<file path="src/hdl/rv_isa_pkg.sv">
/*
 * RV64I ISA definitions
 * opcodes, funct fields, instruction layout and the ALU operation set
 * used by the decode and execute stages
 */

package rv_isa_pkg;

    // data path width
    localparam int XLEN = 64;

    typedef logic [4:0] reg_idx_t;

    // major opcodes kept in this core
    localparam logic [6:0] OPC_OP_IMM = 7'b0010011;
    localparam logic [6:0] OPC_OP     = 7'b0110011;
    localparam logic [6:0] OPC_LUI    = 7'b0110111;

    // funct3 values shared by OP and OP-IMM
    localparam logic [2:0] F3_ADD  = 3'b000;
    localparam logic [2:0] F3_SLL  = 3'b001;
    localparam logic [2:0] F3_SLT  = 3'b010;
    localparam logic [2:0] F3_SLTU = 3'b011;
    localparam logic [2:0] F3_XOR  = 3'b100;
    localparam logic [2:0] F3_SR   = 3'b101;
    localparam logic [2:0] F3_OR   = 3'b110;
    localparam logic [2:0] F3_AND  = 3'b111;

    // funct7 for base ops and for sub/sra
    localparam logic [6:0] F7_BASE = 7'b0000000;
    localparam logic [6:0] F7_ALT  = 7'b0100000;

    // R-type field layout, msb first
    typedef struct packed {
        logic [6:0] funct7;
        reg_idx_t   rs2;
        reg_idx_t   rs1;
        logic [2:0] funct3;
        reg_idx_t   rd;
        logic [6:0] opcode;
    } instr_t;

    typedef enum logic [3:0] {
        ALU_ADD,
        ALU_SUB,
        ALU_SLL,
        ALU_SLT,
        ALU_SLTU,
        ALU_XOR,
        ALU_SRL,
        ALU_SRA,
        ALU_OR,
        ALU_AND,
        ALU_PASS_B
    } alu_op_e;

endpackage
</file>
<file path="src/hdl/core_pkg.sv">
/*
 * core pipeline and bus types
 * APB request/response structs, the APB address map and the payloads
 * carried between issue, decode, execute and writeback
 */

package core_pkg;
    import rv_isa_pkg::*;

    localparam int APB_AW = 12;

    // address map
    localparam logic [APB_AW-1:0] ADDR_INSTR    = 12'h000;
    localparam logic [APB_AW-1:0] ADDR_HART     = 12'h004;
    localparam logic [APB_AW-1:0] ADDR_REG_BASE = 12'h100;

    typedef struct packed {
        logic              psel;
        logic              penable;
        logic              pwrite;
        logic [APB_AW-1:0] paddr;
        logic [31:0]       pwdata;
    } apb_req_t;

    typedef struct packed {
        logic            pready;
        logic            pslverr;
        logic [XLEN-1:0] prdata;
    } apb_rsp_t;

    typedef struct packed {
        logic   valid;
        instr_t instr;
    } issue_t;

    typedef struct packed {
        logic            valid;
        reg_idx_t        rd;
        reg_idx_t        rs1;
        reg_idx_t        rs2;
        logic [XLEN-1:0] op_a;
        logic [XLEN-1:0] op_b;
        logic [XLEN-1:0] imm;
        alu_op_e         alu_op;
        logic            use_imm;
        logic            wr;
    } id_ex_t;

    typedef struct packed {
        logic            valid;
        logic            wr;
        reg_idx_t        rd;
        logic [XLEN-1:0] result;
    } ex_wb_t;

endpackage

</file>
<file path="src/hdl/decode_stage.sv">
/*
 * decode stage
 * turns the issued instruction into an ALU operation, builds the
 * I or U immediate, reads both operands and registers the payload
 * for execute; also owns the register file and its writeback
 */

`timescale 1ns/1ps

module decode_stage
    import rv_isa_pkg::*;
    import core_pkg::*;
(
    input  logic            c_clk,
    input  logic            c_rst_n,
    input  issue_t          issue_i,
    input  ex_wb_t          wb_i,
    input  reg_idx_t        dbg_idx_i,
    output logic [XLEN-1:0] dbg_data_o,
    output id_ex_t          id_ex_o,
    output logic            busy_o
);

    instr_t          ir;
    logic [XLEN-1:0] r1;
    logic [XLEN-1:0] r2;
    id_ex_t          id_ex_d;
    id_ex_t          id_ex_q;

    assign ir = issue_i.instr;

    // alt selects sub for add and sra for shift right
    function automatic alu_op_e f3_op(input logic [2:0] f3, input logic alt);
        case (f3)
            F3_ADD:  return alt ? ALU_SUB : ALU_ADD;
            F3_SLL:  return ALU_SLL;
            F3_SLT:  return ALU_SLT;
            F3_SLTU: return ALU_SLTU;
            F3_XOR:  return ALU_XOR;
            F3_SR:   return alt ? ALU_SRA : ALU_SRL;
            F3_OR:   return ALU_OR;
            default: return ALU_AND;
        endcase
    endfunction

    regfile regfile_i (
        .c_clk     (c_clk),
        .rs1_i     (ir.rs1),
        .rs2_i     (ir.rs2),
        .dbg_idx_i (dbg_idx_i),
        .rd_i      (wb_i.rd),
        .wr_i      (wb_i.valid && wb_i.wr),
        .d_i       (wb_i.result),
        .r1_o      (r1),
        .r2_o      (r2),
        .dbg_o     (dbg_data_o)
    );

    always_comb begin
        id_ex_d         = '0;
        id_ex_d.valid   = issue_i.valid;
        id_ex_d.rd      = ir.rd;
        id_ex_d.rs1     = ir.rs1;
        id_ex_d.rs2     = ir.rs2;
        id_ex_d.op_a    = r1;
        id_ex_d.op_b    = r2;
        id_ex_d.alu_op  = ALU_ADD;
        // I-type by default
        id_ex_d.imm     = {{(XLEN-12){ir.funct7[6]}}, ir.funct7, ir.rs2};
        case (ir.opcode)
            OPC_OP_IMM: begin
                id_ex_d.use_imm = 1'b1;
                id_ex_d.alu_op  = f3_op(ir.funct3, (ir.funct3 == F3_SR) && ir.funct7[5]);
                // shamt is six bits, the rest of the upper field must be clear
                if (ir.funct3 == F3_SLL) begin
                    id_ex_d.wr = ir.funct7[6:1] == 6'b0;
                end else if (ir.funct3 == F3_SR) begin
                    id_ex_d.wr = {ir.funct7[6], ir.funct7[4:1]} == 5'b0;
                end else begin
                    id_ex_d.wr = 1'b1;
                end
            end
            OPC_OP: begin
                id_ex_d.alu_op = f3_op(ir.funct3, ir.funct7[5]);
                id_ex_d.wr     = (ir.funct7 == F7_BASE)
                              || ((ir.funct7 == F7_ALT)
                                  && (ir.funct3 == F3_ADD || ir.funct3 == F3_SR));
            end
            OPC_LUI: begin
                id_ex_d.use_imm = 1'b1;
                id_ex_d.alu_op  = ALU_PASS_B;
                id_ex_d.imm     = {{(XLEN-32){ir.funct7[6]}}, ir[31:12], 12'b0};
                id_ex_d.wr      = 1'b1;
            end
            default: begin
                // unsupported, retires without a write
                id_ex_d.wr = 1'b0;
            end
        endcase
    end

    always_ff @(posedge c_clk) begin
        if (!c_rst_n) begin
            id_ex_q.valid <= 1'b0;
        end else begin
            id_ex_q <= id_ex_d;
        end
    end

    assign id_ex_o = id_ex_q;
    assign busy_o  = id_ex_q.valid;

endmodule

</file>
<file path="src/hdl/regfile.sv">
/*
 * integer register file
 * 32 x XLEN, two operand read ports, one debug read port and one
 * write port; x0 reads zero and is never written
 */

`timescale 1ns/1ps

module regfile
    import rv_isa_pkg::*;
(
    input  logic            c_clk,
    input  reg_idx_t        rs1_i,
    input  reg_idx_t        rs2_i,
    input  reg_idx_t        dbg_idx_i,
    input  reg_idx_t        rd_i,
    input  logic            wr_i,
    input  logic [XLEN-1:0] d_i,
    output logic [XLEN-1:0] r1_o,
    output logic [XLEN-1:0] r2_o,
    output logic [XLEN-1:0] dbg_o
);

    logic [XLEN-1:0] mem [32];

    always_ff @(posedge c_clk) begin
        if (wr_i && rd_i != '0) begin
            mem[rd_i] <= d_i;
        end
    end

    // entry 0 is never written, so force the zero on read
    assign r1_o  = (rs1_i == '0) ? '0 : mem[rs1_i];
    assign r2_o  = (rs2_i == '0) ? '0 : mem[rs2_i];
    assign dbg_o = (dbg_idx_i == '0) ? '0 : mem[dbg_idx_i];

endmodule

</file>
<file path="config.mk">
export PLATFORM = sky130hd
export DESIGN_NAME = decode_stage
export DESIGN_NICKNAME = d
export VERILOG_FILES = /design/src/hdl/rv_isa_pkg.sv /design/src/hdl/core_pkg.sv /design/src/hdl/decode_stage.sv /design/src/hdl/regfile.sv
export SDC_FILE = /design/constraint.sdc
export NUM_CORES = 2
export LEC_CHECK = 0
export BUFFER_PORTS_ARGS = -buffer_cell sky130_fd_sc_hd__buf_2
export CAP_MARGIN = 20
export CORE_MARGIN = 10
export CORE_UTILIZATION = 45
export DETAILED_ROUTE_END_ITERATION = 12
export SYNTH_ARGS = -nofsm -noshare
export SYNTH_HDL_FRONTEND = slang
export SYNTH_SLANG_ARGS = --single-unit
export TNS_END_PERCENT = 50
</file>
<file path="constraint.sdc">
create_clock -name c_clk -period 13.84 [get_ports c_clk]
set_input_delay 2.768 -clock c_clk [delete_from_list [all_inputs] [get_ports c_clk]]
set_output_delay 2.768 -clock c_clk [all_outputs]
set_load 0.02 [all_outputs]
</file>
### Word-level counts from Yosys, hierarchy flattened

Memories as Yosys holds them, arrays and structs flattened. A register that Yosys moved wholly into a read port is not among the register bits.
Index checks and enable logic that the tools add are counted.

| cells by class | value |
|---|---|
| mux-type cells | 15 |
| equal/unequal tests | 10 |
| reductions and logical operators | 15 |

Operators by type and width:

| kind | count |
|---|---|
| $mux W64 | 1 |
| $pmux W4 S7 | 2 |
| $mux W31 | 1 |
| $eq A7 B6 Y1 const B | 3 |
| $logic_not A5 Y1 | 4 |
| $pmux W4 S3 | 1 |
| $eq A3 B3 Y1 const B | 3 |
| $mux W1 | 9 |
| $eq A7 B5 Y1 const B | 1 |
| $logic_not A7 Y1 | 1 |
| $eq A3 B2 Y1 const B | 2 |
| $logic_not A6 Y1 | 1 |
| $reduce_bool A5 Y1 | 1 |
| $logic_and A1 B1 Y1 | 4 |
| $eq A3 B1 Y1 const B | 1 |
| $logic_not A3 Y1 | 1 |
| $pmux W1 S3 | 1 |
| $logic_or A1 B1 Y1 | 2 |
| $reduce_or A2 Y1 | 1 |

| word-level totals | value |
|---|---|
| bits in writable memories | 2048 |
| register bits after elaboration | 54 |
| memories | 1 |
| word-level logic and storage cells | 50 |

Memory list:

| memory | depth | bits a word | rd ports | clocked after memory_dff | wr ports | RTL line | RTL |
|---|---|---|---|---|---|---|---|
| regfile_i.mem | 32 | 64 | 3 | 2 | 1 | regfile.sv:24 | `logic [XLEN-1:0] mem [32];` |

### Logic depth before layout (Yosys ltp)

| logic depth | value |
|---|---|
| depth in word-level cells | 5 |
| gate-level depth with buffers | 10 |
| mapped depth without buffers | 5 |

### By module

Synthesis repeated with hierarchy kept, for this count alone.

| second synthesis, totals | value |
|---|---|
| cells, all modules | 6066 |
| area, all modules | 116754.5 µm² |

By module, submodules not included:

| module | area each (µm²) | sequential area each (µm²) | times used | cells each |
|---|---|---|---|---|
| regfile | 110543.5 | 61499.0 | 1 | 5779 |
| decode_stage | 6211.0 | 5455.2 | 1 | 287 |

### Worst setup path before layout

OpenSTA, ideal clock, no wires.

| timing path | value |
|---|---|
| path type | input to output |
| start point | input port dbg_idx_i[0] |
| end point | output port dbg_data_o[45] |
| stages on the path | 9 |
| buffers on the path | 5 |
| slack | 6497 ps |
| arrival | 4575 ps |
| data required time | 11072 ps |
| cells stage by stage | buf_2 > buf_2 > buf_2 > buf_2 > buf_4 > nand2_1 > nand3_1 > o21ai_0 > nor4_1 |

| on the way | value |
|---|---|
| cells in the longest elaborated chain, start to end | 2 |

RTL lines:

| what | RTL line | RTL |
|---|---|---|
| from (decl) | decode_stage.sv:18 | `input reg_idx_t dbg_idx_i,` |
| $mem_v2 Z32 W64 / $logic_not A5 Y1 (equally long branches) | n/a |  |
| $mux W64 (*) | regfile.sv:35 | `assign dbg_o = (dbg_idx_i == '0) ? '0 : mem[dbg_idx_i];` |
| to (decl) | decode_stage.sv:19 | `output logic [XLEN-1:0] dbg_data_o,` |

Mark *: on every way between the ends. The rest lies on a longest branch, timed or not.

### Worst setup path in the final report

| timing path | value |
|---|---|
| start point | input port dbg_idx_i[2] |
| end point | output port dbg_data_o[61] |

Same word-level chain as after synthesis.

==> summary.txt <==
Cells and area
  – Nets: 7001
  – Post-Layout Cell Count: 10500
  – Layout cells sized above 1: 33.1%
  – Final instance area: 131000 um^2
  – Area Overhead vs Synth: 12.3%
  – Final design utilization: 50.7%

Route
  – Routed WL per cell: 42.4 um
  – Post-route ant nets: 0
  – Via-to-Cell Ratio: 7.32
  – Via count: 77200
  – Pre-antenna DRT Iters: 6
  – WL final: 447000 um
  – DR iter-0 viols: 12400
  – DRC violations left: 0

Run
  – Max-cap violations: 0

Worst setup path
  – Kind of critical path: in2out
  – WP data required: 11.07 ns
  – Worst path max stage delay: 0.94 ns
  – CP endpoint kind: output port
  – Setup crit start kind: input pin
  – CP most frequent cell: buf_4
  – CP Buf/Inv Count: 4
  – Max stage delay cell, worst path: nor4_1
  – CP cell instances: buf_8 > buf_4 > buf_4 > nor2_2 > a211oi_1 > o22ai_1 > nor4_1 > buf_2
  – Crit Path Max Fanout: 55
  – Arrival time worst endpoint: 7.14 ns
  – CP delay by family, top: buffers and inverters

GRT
  – First-pass GRT wire length: 612000 um
  – Initial antenna violation count: 70
  – Grt ovf: 0
  – GRT Total Usage: 31.0%
  – Vias in the first global route: 75800
  – Largest net degree at the start of global routing: 135

Clock network
  – Postcts setup bufs: 0
  – Clock Latency Late Sink: 0.94 ns
  – CTS Buf Count: 274
  – Cts hold-fix bufs: 0
  – TritonCTS clock tree: yes
  – CTS-repair resized insts: 0
  – Clock Path Buffers: 4
  – Clock-pin slew of the registers on the worst-case setup and hold paths: 0.06 ns
  – Clock tree sinks: 2230
  – H-tree Lvls: 5
  – Root Driver: clkbuf_16

Synth
  – Largest cells by area after synthesis: edfxtp_1 (57%), mux4_2 (23%), mux2i_1 (7.1%)
  – Top FF cell, synth: edfxtp_1
  – Dominant cell type by area after synthesis: edfxtp_1
  – Ys async rst share: 0%
  – Seq/Total Area, Yosys: 57.2%
  – Mapped Area: 117000 um^2
  – Flops & latches, synth: 2230
  – Distinct cells, synth: 56
  – Synth top area share: 57.2%
  – Average size of a mapped cell: 17.8 um^2
  – Number of enable flip-flop cells after synthesis: 2229
  – Yosys Warn Count: 0
  – Gate Count Post-Synth: 6578

Die
  – Core Footprint: 259000 um^2
  – Starting Density: 45.1%
  – Die Width: 530 um
  – Row count: 187
  – Height of the die: 530 um
  – I/O Pins: 390
  – Full die area: 281000 um^2

Place
  – Post-place instance area: 122000 um^2
  – Post-Place Cells: 10000
  – Buffers on Ports: 389
  – Dpl hpwl: 255000 um
  – GPL Wtd Cong: 0.860

Outcome
  – Outcome: finished clean

Timing
  – Unrepaired setup endpoints after global routing: false
  – Maximum clock rate: 0.101 GHz
  – Min Tclk post-route: 9.91 ns
  – Setup-failing EPs final: 0
  – Worst Tran Pin Value: 1.27 ns
  – Final hold vios: 0
  – Clk_skew: 0.0475 ns
  – Period Utilization, post-route: 71.6%
  – Final slew viol count: 0
  – Setup TNS: 0 ns
  – Max-slew headroom: 14.8%
  – Hold WS: 0.950 ns

Worst hold path
  – HP Class: reg2reg

Power and ir drop
  – VDD IR max: 0.000145 V
  – Leakage: 43.6 nW
  – PwrDens: 126 nW/um^2
-- path summary, 6_finish.rpt --
check | end | from | cells after the start | slack [ns]
worst max-delay path | dbg_data_o[61] | dbg_idx_i[2] | 8 | 3.93
worst min-delay path | id_ex_o[80] | regfile_i.mem[6][10] | 4 | 0.95
worst max register to register | id_ex_o[110] | regfile_i.mem[24][40] | 4 | 11.40
worst min register to register | id_ex_o[80] | regfile_i.mem[6][10] | 4 | 0.95
-- cells by family after synthesis --
| group | after synthesis | synth area share [%] |
|---|---|---|
| flops | 2230 | 57.2 |
| simple gates | 483 | 2.01 |
| xor+xnor | 1 | 0.00749 |
| compound gates | 1117 | 6.93 |
| buf+inv | 649 | 2.97 |
| mux | 2097 | 30.8 |
| other cells | 1 | 0.00321 |
-- cell type report --
cell class,count,area (um^2)
fillers,21000,128000
flip-flops and latches,2230,67000
multi-input cells,3762,47200
clock buffers,332,7270
well taps,3402,4260
repair buffers,621,4110
clock inverters,129,1400
diodes,71,178
inverters,1,3.75
-- synth_stat cells, types with 10 or more instances --
cell / n
edfxtp_1: 2229
mux4_2: 1197
mux2i_1: 827
buf_2: 228
clkbuf_1: 211
o22ai_1: 195
nor2_1: 180
a211oi_1: 177
a21oi_1: 157
a22oi_1: 151
buf_4: 140
o221ai_1: 137
nor2b_1: 75
nor3_1: 75
a22o_1: 73
mux2_2: 73
nand2_1: 65
a21o_1: 45
buf_1: 38
o21ai_0: 38
a211o_1: 35
buf_6: 31
a31oi_1: 23
and2_1: 23
a21boi_0: 21
nand2b_1: 21
a2111oi_2: 20
a2111oi_0: 17
nor4_1: 14
a21boi_1: 10
-- state kept, by name, indices dropped and copies added, names as in the netlist --
signal	count
regfile_i.mem	2048
id_ex_o	181
busy_o	1
-- metrics by stage --
stage	total power [mW]	worst slack [ns]
finish	16.6	3.93
global route	17.0	3.99
CTS	16.6	4.12
detailed placement	9.61	4.12
global placement	9.60	3.82
floorplan	8.86	6.50
-- layer usage --
metal / routed length (um) / vias up / track usage, % / share of wire [%]
li1: - / 29100 / - / -
met1: 162000 / 40800 / 41.0 / 36
met2: 205000 / 6037 / 47.4 / 46
met3: 54000 / 1216 / 7.97 / 12
met4: 26900 / 24 / 16.3 / 6.0
met5: 165 / - / 0 / 0.037
-- worst min-delay path, delay by kind of cell (launching register included) --
| kind | cells | cell delay, ns |
|---|---|---|
| AO/OA/AOI/OAI | 3 | 0.37 |
| flip-flops | 1 | 0.36 |
| multiplexers | 1 | 0.07 |
-- report_power, final --
group          internal, mW  switching, mW
logic                 0.679           1.21
registers              7.56         0.0539
clock network          4.29           2.80
total                  12.5           4.06
-- cells in the final DEF (no fill, tap or decap), types with 20 or more instances in the layout --
cell type	netlist	routed
mux2_2	73	73
nor2_1	180	144
nor2_4	0	34
clkinv_1	0	54
nor2b_1	75	67
mux4_2	1197	1197
mux2i_1	827	827
a211o_1	35	35
a22oi_1	151	151
nor3_1	75	74
and2_1	23	21
nand2_1	65	63
conb_1	1	64
o21ai_0	38	35
a21o_1	45	45
a31oi_1	23	23
clkbuf_16	0	283
a22o_1	73	73
buf_2	228	377
o22ai_1	195	195
a211oi_1	177	177
edfxtp_1	2229	2229
clkbuf_1	211	49
clkinv_2	0	31
o221ai_1	137	137
diode_2	0	71
a21oi_1	157	157
a2111oi_2	20	20
buf_4	140	208
bufinv_16	0	31
(Power assumes the default switching activity.)
